**src/verilog/debug_pkg.sv**
```systemverilog
package debug_pkg;

    // Serial link and core sizes
    localparam int NB_DATA      = 8;
    localparam int NB_WORD      = 32;
    localparam int CLKS_PER_BIT = 4;    // Short bit time for simulation

    localparam int IM_BYTES   = 64;
    localparam int RB_DEPTH   = 8;
    localparam int DM_DEPTH   = 8;
    localparam int NB_RB_ADDR = 3;
    localparam int NB_DM_ADDR = 3;
    localparam int NB_IM_ADDR = 6;      // Byte address into instruction memory

    // Command bytes from the host
    typedef enum logic [NB_DATA-1:0] {
        CMD_WRITE_IM  = 8'd1,
        CMD_RUN       = 8'd2,
        CMD_STEP_MODE = 8'd3,
        CMD_SEND_RB   = 8'd4,
        CMD_SEND_DM   = 8'd5,
        CMD_SEND_PC   = 8'd6,
        CMD_STEP      = 8'd7,
        CMD_CONTINUE  = 8'd8
    } debug_cmd_e;

    typedef enum logic [2:0] {
        ST_IDLE,
        ST_LOAD_IM,
        ST_READY,
        ST_RUN,
        ST_STEP_MODE,
        ST_SEND_PC,
        ST_SEND_DM,
        ST_SEND_RB
    } debug_state_e;

    // Top byte of each instruction, unknown values act as NOP
    typedef enum logic [NB_DATA-1:0] {
        OP_NOP  = 8'd0,
        OP_ADDI = 8'd1,
        OP_ADD  = 8'd2,
        OP_SW   = 8'd3,
        OP_LW   = 8'd4,
        OP_HALT = 8'd255
    } opcode_e;

endpackage

```
**src/verilog/uart_rx.sv**
```systemverilog
module uart_rx (
    input  logic                          i_clock,
    input  logic                          i_reset,
    input  logic                          i_rx,
    output logic [debug_pkg::NB_DATA-1:0] o_rx_data,
    output logic                          o_rx_done
);
    import debug_pkg::*;

    typedef enum logic [1:0] {RX_IDLE, RX_START, RX_DATA, RX_STOP} rx_state_e;

    rx_state_e                       state;
    logic [$clog2(CLKS_PER_BIT)-1:0] clk_cnt;
    logic [2:0]                      bit_cnt;
    logic                            rx_prev;   // Previous line sample for edge detect
    logic                            bit_tick;

    // One full bit period after the previous sample point
    assign bit_tick = (clk_cnt == CLKS_PER_BIT - 1);

    always_ff @(posedge i_clock) begin
        if (i_reset) begin
            state     <= RX_IDLE;
            clk_cnt   <= '0;
            bit_cnt   <= '0;
            rx_prev   <= 1'b1;
            o_rx_done <= 1'b0;
        end else begin
            rx_prev   <= i_rx;
            o_rx_done <= 1'b0;
            clk_cnt   <= clk_cnt + 1'b1;
            case (state)
                RX_IDLE: begin
                    clk_cnt <= '0;
                    if (rx_prev && !i_rx)
                        state <= RX_START;
                end
                RX_START: begin
                    if (clk_cnt == CLKS_PER_BIT / 2 - 1) begin   // Middle of start bit
                        clk_cnt <= '0;
                        bit_cnt <= '0;
                        if (i_rx)
                            state <= RX_IDLE;   // Glitch, not a real start
                        else
                            state <= RX_DATA;
                    end
                end
                RX_DATA: begin
                    if (bit_tick) begin
                        clk_cnt <= '0;
                        bit_cnt <= bit_cnt + 1'b1;
                        if (bit_cnt == 3'(NB_DATA - 1))
                            state <= RX_STOP;
                    end
                end
                RX_STOP: begin
                    if (bit_tick) begin
                        o_rx_done <= i_rx;      // Low stop bit drops the byte
                        state     <= RX_IDLE;
                    end
                end
                default: state <= RX_IDLE;
            endcase
        end
    end

    // LSB arrives first, so shift in from the top
    always_ff @(posedge i_clock) begin
        if (state == RX_DATA && bit_tick)
            o_rx_data <= {i_rx, o_rx_data[NB_DATA-1:1]};
    end

endmodule

```
**src/verilog/uart_tx.sv**
```systemverilog
module uart_tx (
    input  logic                          i_clock,
    input  logic                          i_reset,
    input  logic                          i_tx_start,
    input  logic [debug_pkg::NB_DATA-1:0] i_tx_data,
    output logic                          o_tx,
    output logic                          o_tx_done
);
    import debug_pkg::*;

    logic                            busy;
    logic                            bit_tick;
    logic [$clog2(CLKS_PER_BIT)-1:0] clk_cnt;
    logic [3:0]                      bit_idx;   // 0 is start bit, 9 is stop bit
    logic [NB_DATA:0]                shreg;     // Data bits with the stop bit on top

    assign bit_tick = busy && (clk_cnt == CLKS_PER_BIT - 1);

    always_ff @(posedge i_clock) begin
        if (i_reset) begin
            busy      <= 1'b0;
            clk_cnt   <= '0;
            bit_idx   <= '0;
            o_tx      <= 1'b1;
            o_tx_done <= 1'b0;
        end else begin
            o_tx_done <= 1'b0;
            if (!busy) begin
                if (i_tx_start) begin   // Start while busy is ignored
                    busy    <= 1'b1;
                    clk_cnt <= '0;
                    bit_idx <= '0;
                    o_tx    <= 1'b0;
                end
            end else if (bit_tick) begin
                clk_cnt <= '0;
                if (bit_idx == 4'd9) begin
                    // End of stop bit
                    busy      <= 1'b0;
                    o_tx      <= 1'b1;
                    o_tx_done <= 1'b1;
                end else begin
                    o_tx    <= shreg[0];
                    bit_idx <= bit_idx + 1'b1;
                end
            end else begin
                clk_cnt <= clk_cnt + 1'b1;
            end
        end
    end

    always_ff @(posedge i_clock) begin
        if (!busy && i_tx_start)
            shreg <= {1'b1, i_tx_data};
        else if (bit_tick)
            shreg <= shreg >> 1;
    end

endmodule

```
**src/verilog/debug_unit.sv**
```systemverilog
module debug_unit (
    input  logic                             i_clock,
    input  logic                             i_reset,
    input  logic                             i_rx_done,
    input  logic [debug_pkg::NB_DATA-1:0]    i_rx_data,
    input  logic                             i_tx_done,
    input  logic                             i_halted,
    input  logic [debug_pkg::NB_WORD-1:0]    i_pc,
    input  logic [debug_pkg::NB_WORD-1:0]    i_rb_data,
    input  logic [debug_pkg::NB_WORD-1:0]    i_dm_data,
    output logic                             o_tx_start,
    output logic [debug_pkg::NB_DATA-1:0]    o_tx_data,
    output logic                             o_run,
    output logic                             o_step,
    output logic                             o_clear,
    output logic                             o_im_write,
    output logic [debug_pkg::NB_IM_ADDR-1:0] o_im_addr,
    output logic [debug_pkg::NB_DATA-1:0]    o_im_data,
    output logic [debug_pkg::NB_RB_ADDR-1:0] o_rb_addr,
    output logic [debug_pkg::NB_DM_ADDR-1:0] o_dm_addr,
    output debug_pkg::debug_state_e          o_state
);
    import debug_pkg::*;

    debug_state_e          state;
    debug_state_e          dump_next;   // Where the current dump goes when finished
    debug_cmd_e            rx_cmd;
    logic                  from_step;   // Dump chain started by a step
    logic                  sending;     // Byte handed to the transmitter
    logic                  dumping;
    logic                  tx_go;
    logic                  last_word;
    logic [1:0]            byte_cnt;
    logic [NB_RB_ADDR-1:0] word_cnt;    // Shared by the DM and RB dumps
    logic [NB_IM_ADDR-1:0] im_cnt;
    logic [NB_WORD-1:0]    dump_word;
    logic [NB_DATA-1:0]    dump_byte;

    assign rx_cmd  = debug_cmd_e'(i_rx_data);
    assign dumping = state inside {ST_SEND_PC, ST_SEND_DM, ST_SEND_RB};
    // Hold off one cycle after a step so the dump sees the new PC
    assign tx_go   = dumping && !sending && !o_step;

    assign o_run     = (state == ST_RUN);
    assign o_rb_addr = word_cnt;
    assign o_dm_addr = word_cnt;
    assign o_state   = state;

    always_comb begin
        dump_word = i_rb_data;
        last_word = (word_cnt == NB_RB_ADDR'(RB_DEPTH - 1));
        if (from_step && !i_halted)
            dump_next = ST_STEP_MODE;
        else
            dump_next = ST_IDLE;
        case (state)
            ST_SEND_PC: begin
                dump_word = i_pc;
                last_word = 1'b1;
                dump_next = from_step ? ST_SEND_DM : ST_IDLE;
            end
            ST_SEND_DM: begin
                dump_word = i_dm_data;
                last_word = (word_cnt == NB_RB_ADDR'(DM_DEPTH - 1));
                dump_next = from_step ? ST_SEND_RB : ST_IDLE;
            end
            default: ;
        endcase
        // Most significant byte goes out first
        dump_byte = dump_word[(3 - byte_cnt) * NB_DATA +: NB_DATA];
    end

    always_ff @(posedge i_clock) begin
        if (i_reset) begin
            state      <= ST_IDLE;
            from_step  <= 1'b0;
            sending    <= 1'b0;
            byte_cnt   <= '0;
            word_cnt   <= '0;
            im_cnt     <= '0;
            o_tx_start <= 1'b0;
            o_step     <= 1'b0;
            o_clear    <= 1'b0;
            o_im_write <= 1'b0;
        end else begin
            o_tx_start <= 1'b0;
            o_step     <= 1'b0;
            o_clear    <= 1'b0;
            o_im_write <= 1'b0;
            case (state)
                ST_IDLE: begin
                    if (i_rx_done) begin
                        from_step <= 1'b0;
                        case (rx_cmd)
                            CMD_WRITE_IM: begin
                                o_clear <= 1'b1;    // Fresh core for the new program
                                im_cnt  <= '0;
                                state   <= ST_LOAD_IM;
                            end
                            CMD_SEND_PC: state <= ST_SEND_PC;
                            CMD_SEND_DM: state <= ST_SEND_DM;
                            CMD_SEND_RB: state <= ST_SEND_RB;
                            default: ;
                        endcase
                    end
                end
                ST_LOAD_IM: begin
                    if (i_rx_done) begin
                        o_im_write <= 1'b1;
                        im_cnt     <= im_cnt + 1'b1;
                        if (im_cnt == NB_IM_ADDR'(IM_BYTES - 1))
                            state <= ST_READY;
                    end
                end
                ST_READY: begin
                    if (i_rx_done && rx_cmd == CMD_RUN)
                        state <= ST_RUN;
                    else if (i_rx_done && rx_cmd == CMD_STEP_MODE)
                        state <= ST_STEP_MODE;
                end
                ST_RUN: begin
                    if (i_halted)
                        state <= ST_IDLE;
                end
                ST_STEP_MODE: begin
                    if (i_rx_done && rx_cmd == CMD_STEP) begin
                        o_step    <= 1'b1;
                        from_step <= 1'b1;
                        state     <= ST_SEND_PC;
                    end else if (i_rx_done && rx_cmd == CMD_CONTINUE) begin
                        state <= ST_RUN;
                    end
                end
                default: begin
                    // PC, DM and RB dumps, one byte per transmitter frame
                    if (tx_go) begin
                        o_tx_start <= 1'b1;
                        sending    <= 1'b1;
                    end else if (sending && i_tx_done) begin
                        sending  <= 1'b0;
                        byte_cnt <= byte_cnt + 1'b1;
                        if (byte_cnt == 2'd3) begin
                            word_cnt <= word_cnt + 1'b1;
                            if (last_word) begin
                                word_cnt <= '0;
                                state    <= dump_next;
                            end
                        end
                    end
                end
            endcase
        end
    end

    always_ff @(posedge i_clock) begin
        if (state == ST_LOAD_IM && i_rx_done) begin
            o_im_addr <= im_cnt;
            o_im_data <= i_rx_data;
        end
        if (tx_go)
            o_tx_data <= dump_byte;
    end

endmodule

```
**src/verilog/toy_core.sv**
```systemverilog
module toy_core (
    input  logic                             i_clock,
    input  logic                             i_reset,
    input  logic                             i_clear,
    input  logic                             i_run,
    input  logic                             i_step,
    input  logic                             i_im_write,
    input  logic [debug_pkg::NB_IM_ADDR-1:0] i_im_addr,
    input  logic [debug_pkg::NB_DATA-1:0]    i_im_data,
    input  logic [debug_pkg::NB_RB_ADDR-1:0] i_rb_addr,
    input  logic [debug_pkg::NB_DM_ADDR-1:0] i_dm_addr,
    output logic [debug_pkg::NB_WORD-1:0]    o_pc,
    output logic [debug_pkg::NB_WORD-1:0]    o_rb_data,
    output logic [debug_pkg::NB_WORD-1:0]    o_dm_data,
    output logic                             o_halted
);
    import debug_pkg::*;

    logic [NB_DATA-1:0]    im [IM_BYTES];
    logic [NB_WORD-1:0]    rb [RB_DEPTH];
    logic [NB_WORD-1:0]    dm [DM_DEPTH];
    logic [NB_WORD-1:0]    pc;
    logic                  halted;
    logic                  exec;
    logic [NB_IM_ADDR-3:0] base;        // Word index of the current instruction
    logic [NB_WORD-1:0]    instr;
    opcode_e               opcode;
    logic [NB_RB_ADDR-1:0] rd;
    logic [NB_RB_ADDR-1:0] rs;
    logic [NB_DATA-1:0]    imm;

    // Big-endian fetch of opcode, rd, rs, imm
    assign base   = pc[NB_IM_ADDR-1:2];
    assign instr  = {im[{base, 2'd0}], im[{base, 2'd1}], im[{base, 2'd2}], im[{base, 2'd3}]};
    assign opcode = opcode_e'(instr[31:24]);
    assign rd     = instr[16 +: NB_RB_ADDR];
    assign rs     = instr[8 +: NB_RB_ADDR];
    assign imm    = instr[7:0];

    assign exec = (i_run || i_step) && !halted;

    always_ff @(posedge i_clock) begin
        if (i_im_write)
            im[i_im_addr] <= i_im_data;
    end

    always_ff @(posedge i_clock) begin
        if (i_reset || i_clear) begin
            pc     <= '0;
            halted <= 1'b0;
            for (int i = 0; i < RB_DEPTH; i++)
                rb[i] <= '0;
            for (int i = 0; i < DM_DEPTH; i++)
                dm[i] <= '0;
        end else if (exec) begin
            // PC stays on the HALT instruction
            if (opcode != OP_HALT)
                pc <= pc + NB_WORD'(4);
            case (opcode)
                OP_ADDI: rb[rd] <= rb[rs] + NB_WORD'(imm);
                OP_ADD:  rb[rd] <= rb[rs] + rb[imm[NB_RB_ADDR-1:0]];
                OP_SW:   dm[imm[NB_DM_ADDR-1:0]] <= rb[rs];
                OP_LW:   rb[rd] <= dm[imm[NB_DM_ADDR-1:0]];
                OP_HALT: halted <= 1'b1;
                default: ;  // NOP and unknown opcodes
            endcase
        end
    end

    // Debug read ports
    assign o_pc      = pc;
    assign o_rb_data = rb[i_rb_addr];
    assign o_dm_data = dm[i_dm_addr];
    assign o_halted  = halted;

endmodule

```
**src/verilog/debug_top.sv**
```systemverilog
module debug_top (
    input  logic                    i_clock,
    input  logic                    i_reset,
    input  logic                    i_rx,
    output logic                    o_tx,
    output logic                    o_halted,
    output debug_pkg::debug_state_e o_state
);
    import debug_pkg::*;

    // UART side
    logic [NB_DATA-1:0]    rx_data;
    logic                  rx_done;
    logic [NB_DATA-1:0]    tx_data;
    logic                  tx_start;
    logic                  tx_done;

    // Core control and debug reads
    logic                  run;
    logic                  step;
    logic                  clear;
    logic                  im_write;
    logic [NB_IM_ADDR-1:0] im_addr;
    logic [NB_DATA-1:0]    im_data;
    logic [NB_RB_ADDR-1:0] rb_addr;
    logic [NB_DM_ADDR-1:0] dm_addr;
    logic [NB_WORD-1:0]    pc;
    logic [NB_WORD-1:0]    rb_data;
    logic [NB_WORD-1:0]    dm_data;

    uart_rx uart_rx_inst (
        .i_clock   (i_clock),
        .i_reset   (i_reset),
        .i_rx      (i_rx),
        .o_rx_data (rx_data),
        .o_rx_done (rx_done)
    );

    uart_tx uart_tx_inst (
        .i_clock    (i_clock),
        .i_reset    (i_reset),
        .i_tx_start (tx_start),
        .i_tx_data  (tx_data),
        .o_tx       (o_tx),
        .o_tx_done  (tx_done)
    );

    debug_unit debug_unit_inst (
        .i_clock    (i_clock),
        .i_reset    (i_reset),
        .i_rx_done  (rx_done),
        .i_rx_data  (rx_data),
        .i_tx_done  (tx_done),
        .i_halted   (o_halted),
        .i_pc       (pc),
        .i_rb_data  (rb_data),
        .i_dm_data  (dm_data),
        .o_tx_start (tx_start),
        .o_tx_data  (tx_data),
        .o_run      (run),
        .o_step     (step),
        .o_clear    (clear),
        .o_im_write (im_write),
        .o_im_addr  (im_addr),
        .o_im_data  (im_data),
        .o_rb_addr  (rb_addr),
        .o_dm_addr  (dm_addr),
        .o_state    (o_state)
    );

    toy_core toy_core_inst (
        .i_clock    (i_clock),
        .i_reset    (i_reset),
        .i_clear    (clear),
        .i_run      (run),
        .i_step     (step),
        .i_im_write (im_write),
        .i_im_addr  (im_addr),
        .i_im_data  (im_data),
        .i_rb_addr  (rb_addr),
        .i_dm_addr  (dm_addr),
        .o_pc       (pc),
        .o_rb_data  (rb_data),
        .o_dm_data  (dm_data),
        .o_halted   (o_halted)
    );

endmodule

```
**config.mk**
```make
export PLATFORM = sky130hd
export DESIGN_NAME = debug_top
export DESIGN_NICKNAME = d
export VERILOG_FILES = /design/src/verilog/debug_pkg.sv /design/src/verilog/uart_rx.sv /design/src/verilog/uart_tx.sv /design/src/verilog/debug_unit.sv /design/src/verilog/toy_core.sv /design/src/verilog/debug_top.sv
export SDC_FILE = /design/constraint.sdc
export NUM_CORES = 2
export LEC_CHECK = 0
export ABC_AREA = 1
export CAP_MARGIN = 5
export CORE_MARGIN = 3
export CORE_UTILIZATION = 40
export CTS_CLUSTER_SIZE = 30
export DETAILED_ROUTE_END_ITERATION = 6
export DONT_BUFFER_PORTS = 1
export GPL_TIMING_DRIVEN = 0
export SLEW_MARGIN = 20
export SYNTH_ARGS = -nofsm -noshare
export SYNTH_HDL_FRONTEND = slang
export SYNTH_SLANG_ARGS = --single-unit
```
**constraint.sdc**
```tcl
create_clock -name i_clock -period 5.7 [get_ports i_clock]
set_input_delay 0.285 -clock i_clock [delete_from_list [all_inputs] [get_ports i_clock]]
set_output_delay 0.285 -clock i_clock [all_outputs]
set_load 0.02 [all_outputs]
```
==> flow_summary.yaml <==
timing:
  setup_viol: 2
  relSlewSlack: 0.07437
  period_share: 1.039
  layout_setup_ws_ps: -224.4
  timing.setup.tns_ps: -360.9
  fin_skew_ps: 36.77
  hold_viol_final: 0
  period_needed_ps: 5924
  max_freq_mhz: 168.8
  rsz0062_at_grt: "yes"
  tightest_slew_ps: 1388
  finalMaxSlewViolations: 0
logic_synthesis:
  synth_cell_types: 73
  synth_flop_cell: "edfxtp_1"
  syn-num-nets: 5555
  yosys-top-cells-area: "edfxtp_1 54%, nor2_1 7.4%, nand2_1 5.9%"
  yosysWarnings: 0
  ys_async_sr_fraction: 0
  ys_seq_area_frac: 0.5683
  synth_area_per_cell_um2: 9.155
  ys_seq_elements: 979
  syn_area_um2: 50370
  yosys.area.top_type: "edfxtp_1"
  synth_edf_count: 902
  synth_top_area_frac: 0.5377
  syn_inst: 5502
power_and_ir_drop:
  power.internal_mw: 12.24
  seqPwrFrac: 0.505
  p_clk_frac: 0.465
  swShare: 0.2300
  combinationalPowerShare: 0.030
  ir_drop_mv: 0.2660
  p_sw_mw: 3.658
  p_leak_nw: 21.19
  p_per_area_nw_per_um2: 273.8
  p_total_mw: 15.90
placement:
  port_buffers: 0
  gp_congestion: 1.075
  dp_hpwl_um: 203000
route:
  vias_per_cell: 6.547
  ant_nets: 0
  dr.pass1.iters: 6
  met2WireLength_um: 113900
  wl_met3_um: 42560
  vias: 48601
  wl_um: 291800
  drc: 0
  top_layer_used: "met5"
  met1_length_um: 114600
  route.detailed.wl_per_inst_um: 39.31
  first_iter_violations: 8813
finish:
  drive_gt1_frac: 0.1191
  syn_to_final_growth_pct: 15.31
  nets: 5727
  multi_input_area_um2: 19000
  seqCellArea_um2: 28630
  fill_cells: 11996
clock_network:
  h-tree-depth: 3
  clockRootBuffer: "clkbuf_16"
  numClockSinks: 979
  insertion_delay_ps: 770
  cts_tree: "done"
  cts_buffer_depth: 3
  path_clk_slew_ps: 60
  cts_made_buffers: 109
worst_setup_path:
  critical_path_class: "reg2reg"
  start_kind: "flip-flop"
  reg2regPathDepth: 10
  crit_fanout: 10
  crit_required_ps: 6090
  regToRegStartpoint: "debug_unit_inst.o_state[2]"
  r2r_slack_ps: -220
  cp-end-kind: "flip-flop"
  reg2reg_to: "debug_unit_inst.o_tx_data[3]"
  arrival_ps: 6310
  crit_path_start: "debug_unit_inst.o_state[2]"
global_route:
  grt_remaining_overflow: 0
  grt_max_degree: 33
  antenna_found_initial: 40
  grt_usage: 0.4360
  grt_first_pass_wirelength_um: 385200
  first_global_vias: 43729
hold_path:
  min_from: "i_rx"
  hp-class: "in2reg"
  worstHoldPathCells: 1
  worstHoldEndpoint: "uart_rx_inst.o_rx_data[7]"
floorplan:
  row_count: 129
  initial_utilization: 0.4053
  fp.coreArea_um2: 124300
  die_w_um: 360.9
  ioPinCount: 8
  die_area_um2: 130200
  die_h_um: 360.9
run_status:
  status: "finished, violations left"
  violations: "setup timing"
job:
  drv_cap: 0
==> synth_stat cells, types with 49 or more instances <==
library cell and n:
edfxtp_1 902, buf_2 101, o211ai_1 49, nor2_1 995, o22ai_1 175, o21ai_1 71, nand2_1 795, nor3_1 65
a21oi_1 313, clkbuf_1 185, ha_1 49, nand3_1 304, o21ai_0 545, dfxtp_1 77, inv_1 408
==> layout make-up <==
type,count,share of cell area
inverters,442,0.02889
plain buffers,349,0.03690
flip-flops and latches,979,0.4929
well taps,1637,0.03526
diodes,26,0.001120
clock buffers,138,0.05026
clock inverters,59,0.01234
multi-input cells,3730,0.3271
repair buffers,63,0.01521
==> worst max-delay path by stage <==
| stage | slack, ps | cells after the start | end |
|---|---|---|---|
| floorplan | 1100 | 25 | toy_core_inst.rb[0][22] |
| global placement | -3000 | 27 | toy_core_inst.rb[4][30] |
| detailed placement | -2670 | 23 | toy_core_inst.rb[2][12] |
| CTS | 8 | 26 | toy_core_inst.rb[1][20] |
| global route | -60 | 34 | toy_core_inst.rb[7][31] |
| finish | -220 | 10 | debug_unit_inst.o_tx_data[3] |
==> per-layer routing <==
metal	track usage	vias up
li1	-	19614
met1	0.5940	23903
met2	0.5922	4112
met3	0.1650	956
met4	0.2440	16
met5	0	-
==> critical path: stages (launching register included) <==
cell and delay [ps]:
dfxtp_1 660, inv_1 230, nor3_2 810, inv_1 390, nand2_1 720, inv_1 130, clkbuf_1 520, o21ai_0 230
nor2_1 260, o311ai_0 1200, o21ai_0 400
==> kinds of logic (layout without fill, tap and decap cells) <==
| logic type | after synthesis | in the layout | share of synthesized area |
|---|---|---|---|
| buffers and inverters | 793 | 1051 | 0.06791 |
| XOR/XNOR | 29 | 29 | 0.005042 |
| AND/OR/NAND/NOR | 2280 | 2280 | 0.1882 |
| adder cells (fa/ha/maj) | 50 | 50 | 0.01257 |
| other | 0 | 26 | 0 |
| multiplexers | 3 | 3 | 0.001093 |
| AO/OA/AOI/OAI | 1368 | 1368 | 0.1569 |
| flip-flops | 979 | 979 | 0.5683 |
==> power groups by stage <==
stage	combinational (mW)	sequential, mW	clock [mW]
floorplan	0.244	8.13	0
detailed placement	0.448	8.17	0
finish	0.479	8.03	7.39
global route	0.501	8.04	7.67
global placement	0.423	8.19	0
CTS	0.457	8.02	7.38
==> registers in the layout (all words and copies together), names as in the netlist, 3 cells and up, named ones only <==
name	flops
debug_unit_inst.o_tx_data	8
debug_unit_inst.o_im_addr	6
toy_core_inst.dm	256
debug_unit_inst.o_im_data	8
uart_tx_inst.shreg	9
uart_rx_inst.bit_cnt	3
debug_unit_inst.im_cnt	6
debug_unit_inst.o_dm_addr	3
debug_unit_inst.o_state	3
uart_rx_inst.o_rx_data	8
toy_core_inst.o_pc	30
toy_core_inst.rb	256
toy_core_inst.im	352
uart_tx_inst.bit_idx	4
==> per-stage QoR <==
step	hold slack [ps]	worst slack (ps)	instance area (um^2)	util	cells
2_1_floorplan	383.9	1097	50370	-	5502
3_3_place_gp	386.0	-2997	52420	0.4218	7139
3_5_place_dp	385.9	-2669	53170	0.4278	7168
4_1_cts	323.3	8.254	57530	0.4629	7378
5_1_grt	327.4	-58.37	58020	0.4668	7397
6_report	362.1	-224.4	58080	0.4673	7423
==> cell usage in the layout (no fill, tap or decap), drive strengths merged, types with 7 or more instances in the layout <==
cell,Yosys,layout
nand3,308,308
o211ai,51,51
bufinv,0,13
nor4,23,23
nand2,817,817
a211oi,31,31
a22oi,12,12
xnor2,7,7
inv,439,437
clkinv,3,45
nor3,67,67
o21ai,632,632
nand4,36,36
o22ai,177,177
buf,165,215
a21oi,315,315
edfxtp,902,902
a21o,8,8
nor2,1006,1006
o311ai,7,7
clkbuf,186,332
dfxtp,77,77
o2111ai,14,14
or2,10,10
o221ai,30,30
o21a,15,15
a221oi,23,23
xor2,22,22
a31oi,20,20
diode,0,26
ha,49,49
==> repair_timing <==
item / CTS / global route
endpoints found under the hold margin: 20 / 0
buffers inserted: 12 / 18
gates cloned: 0 / 1
pin swaps: 8 / 13
resized for setup: 181 / 65
hold buffers: 2 / 0
setup endpoints to repair: 248 / 152
(Power assumes the default switching activity.)
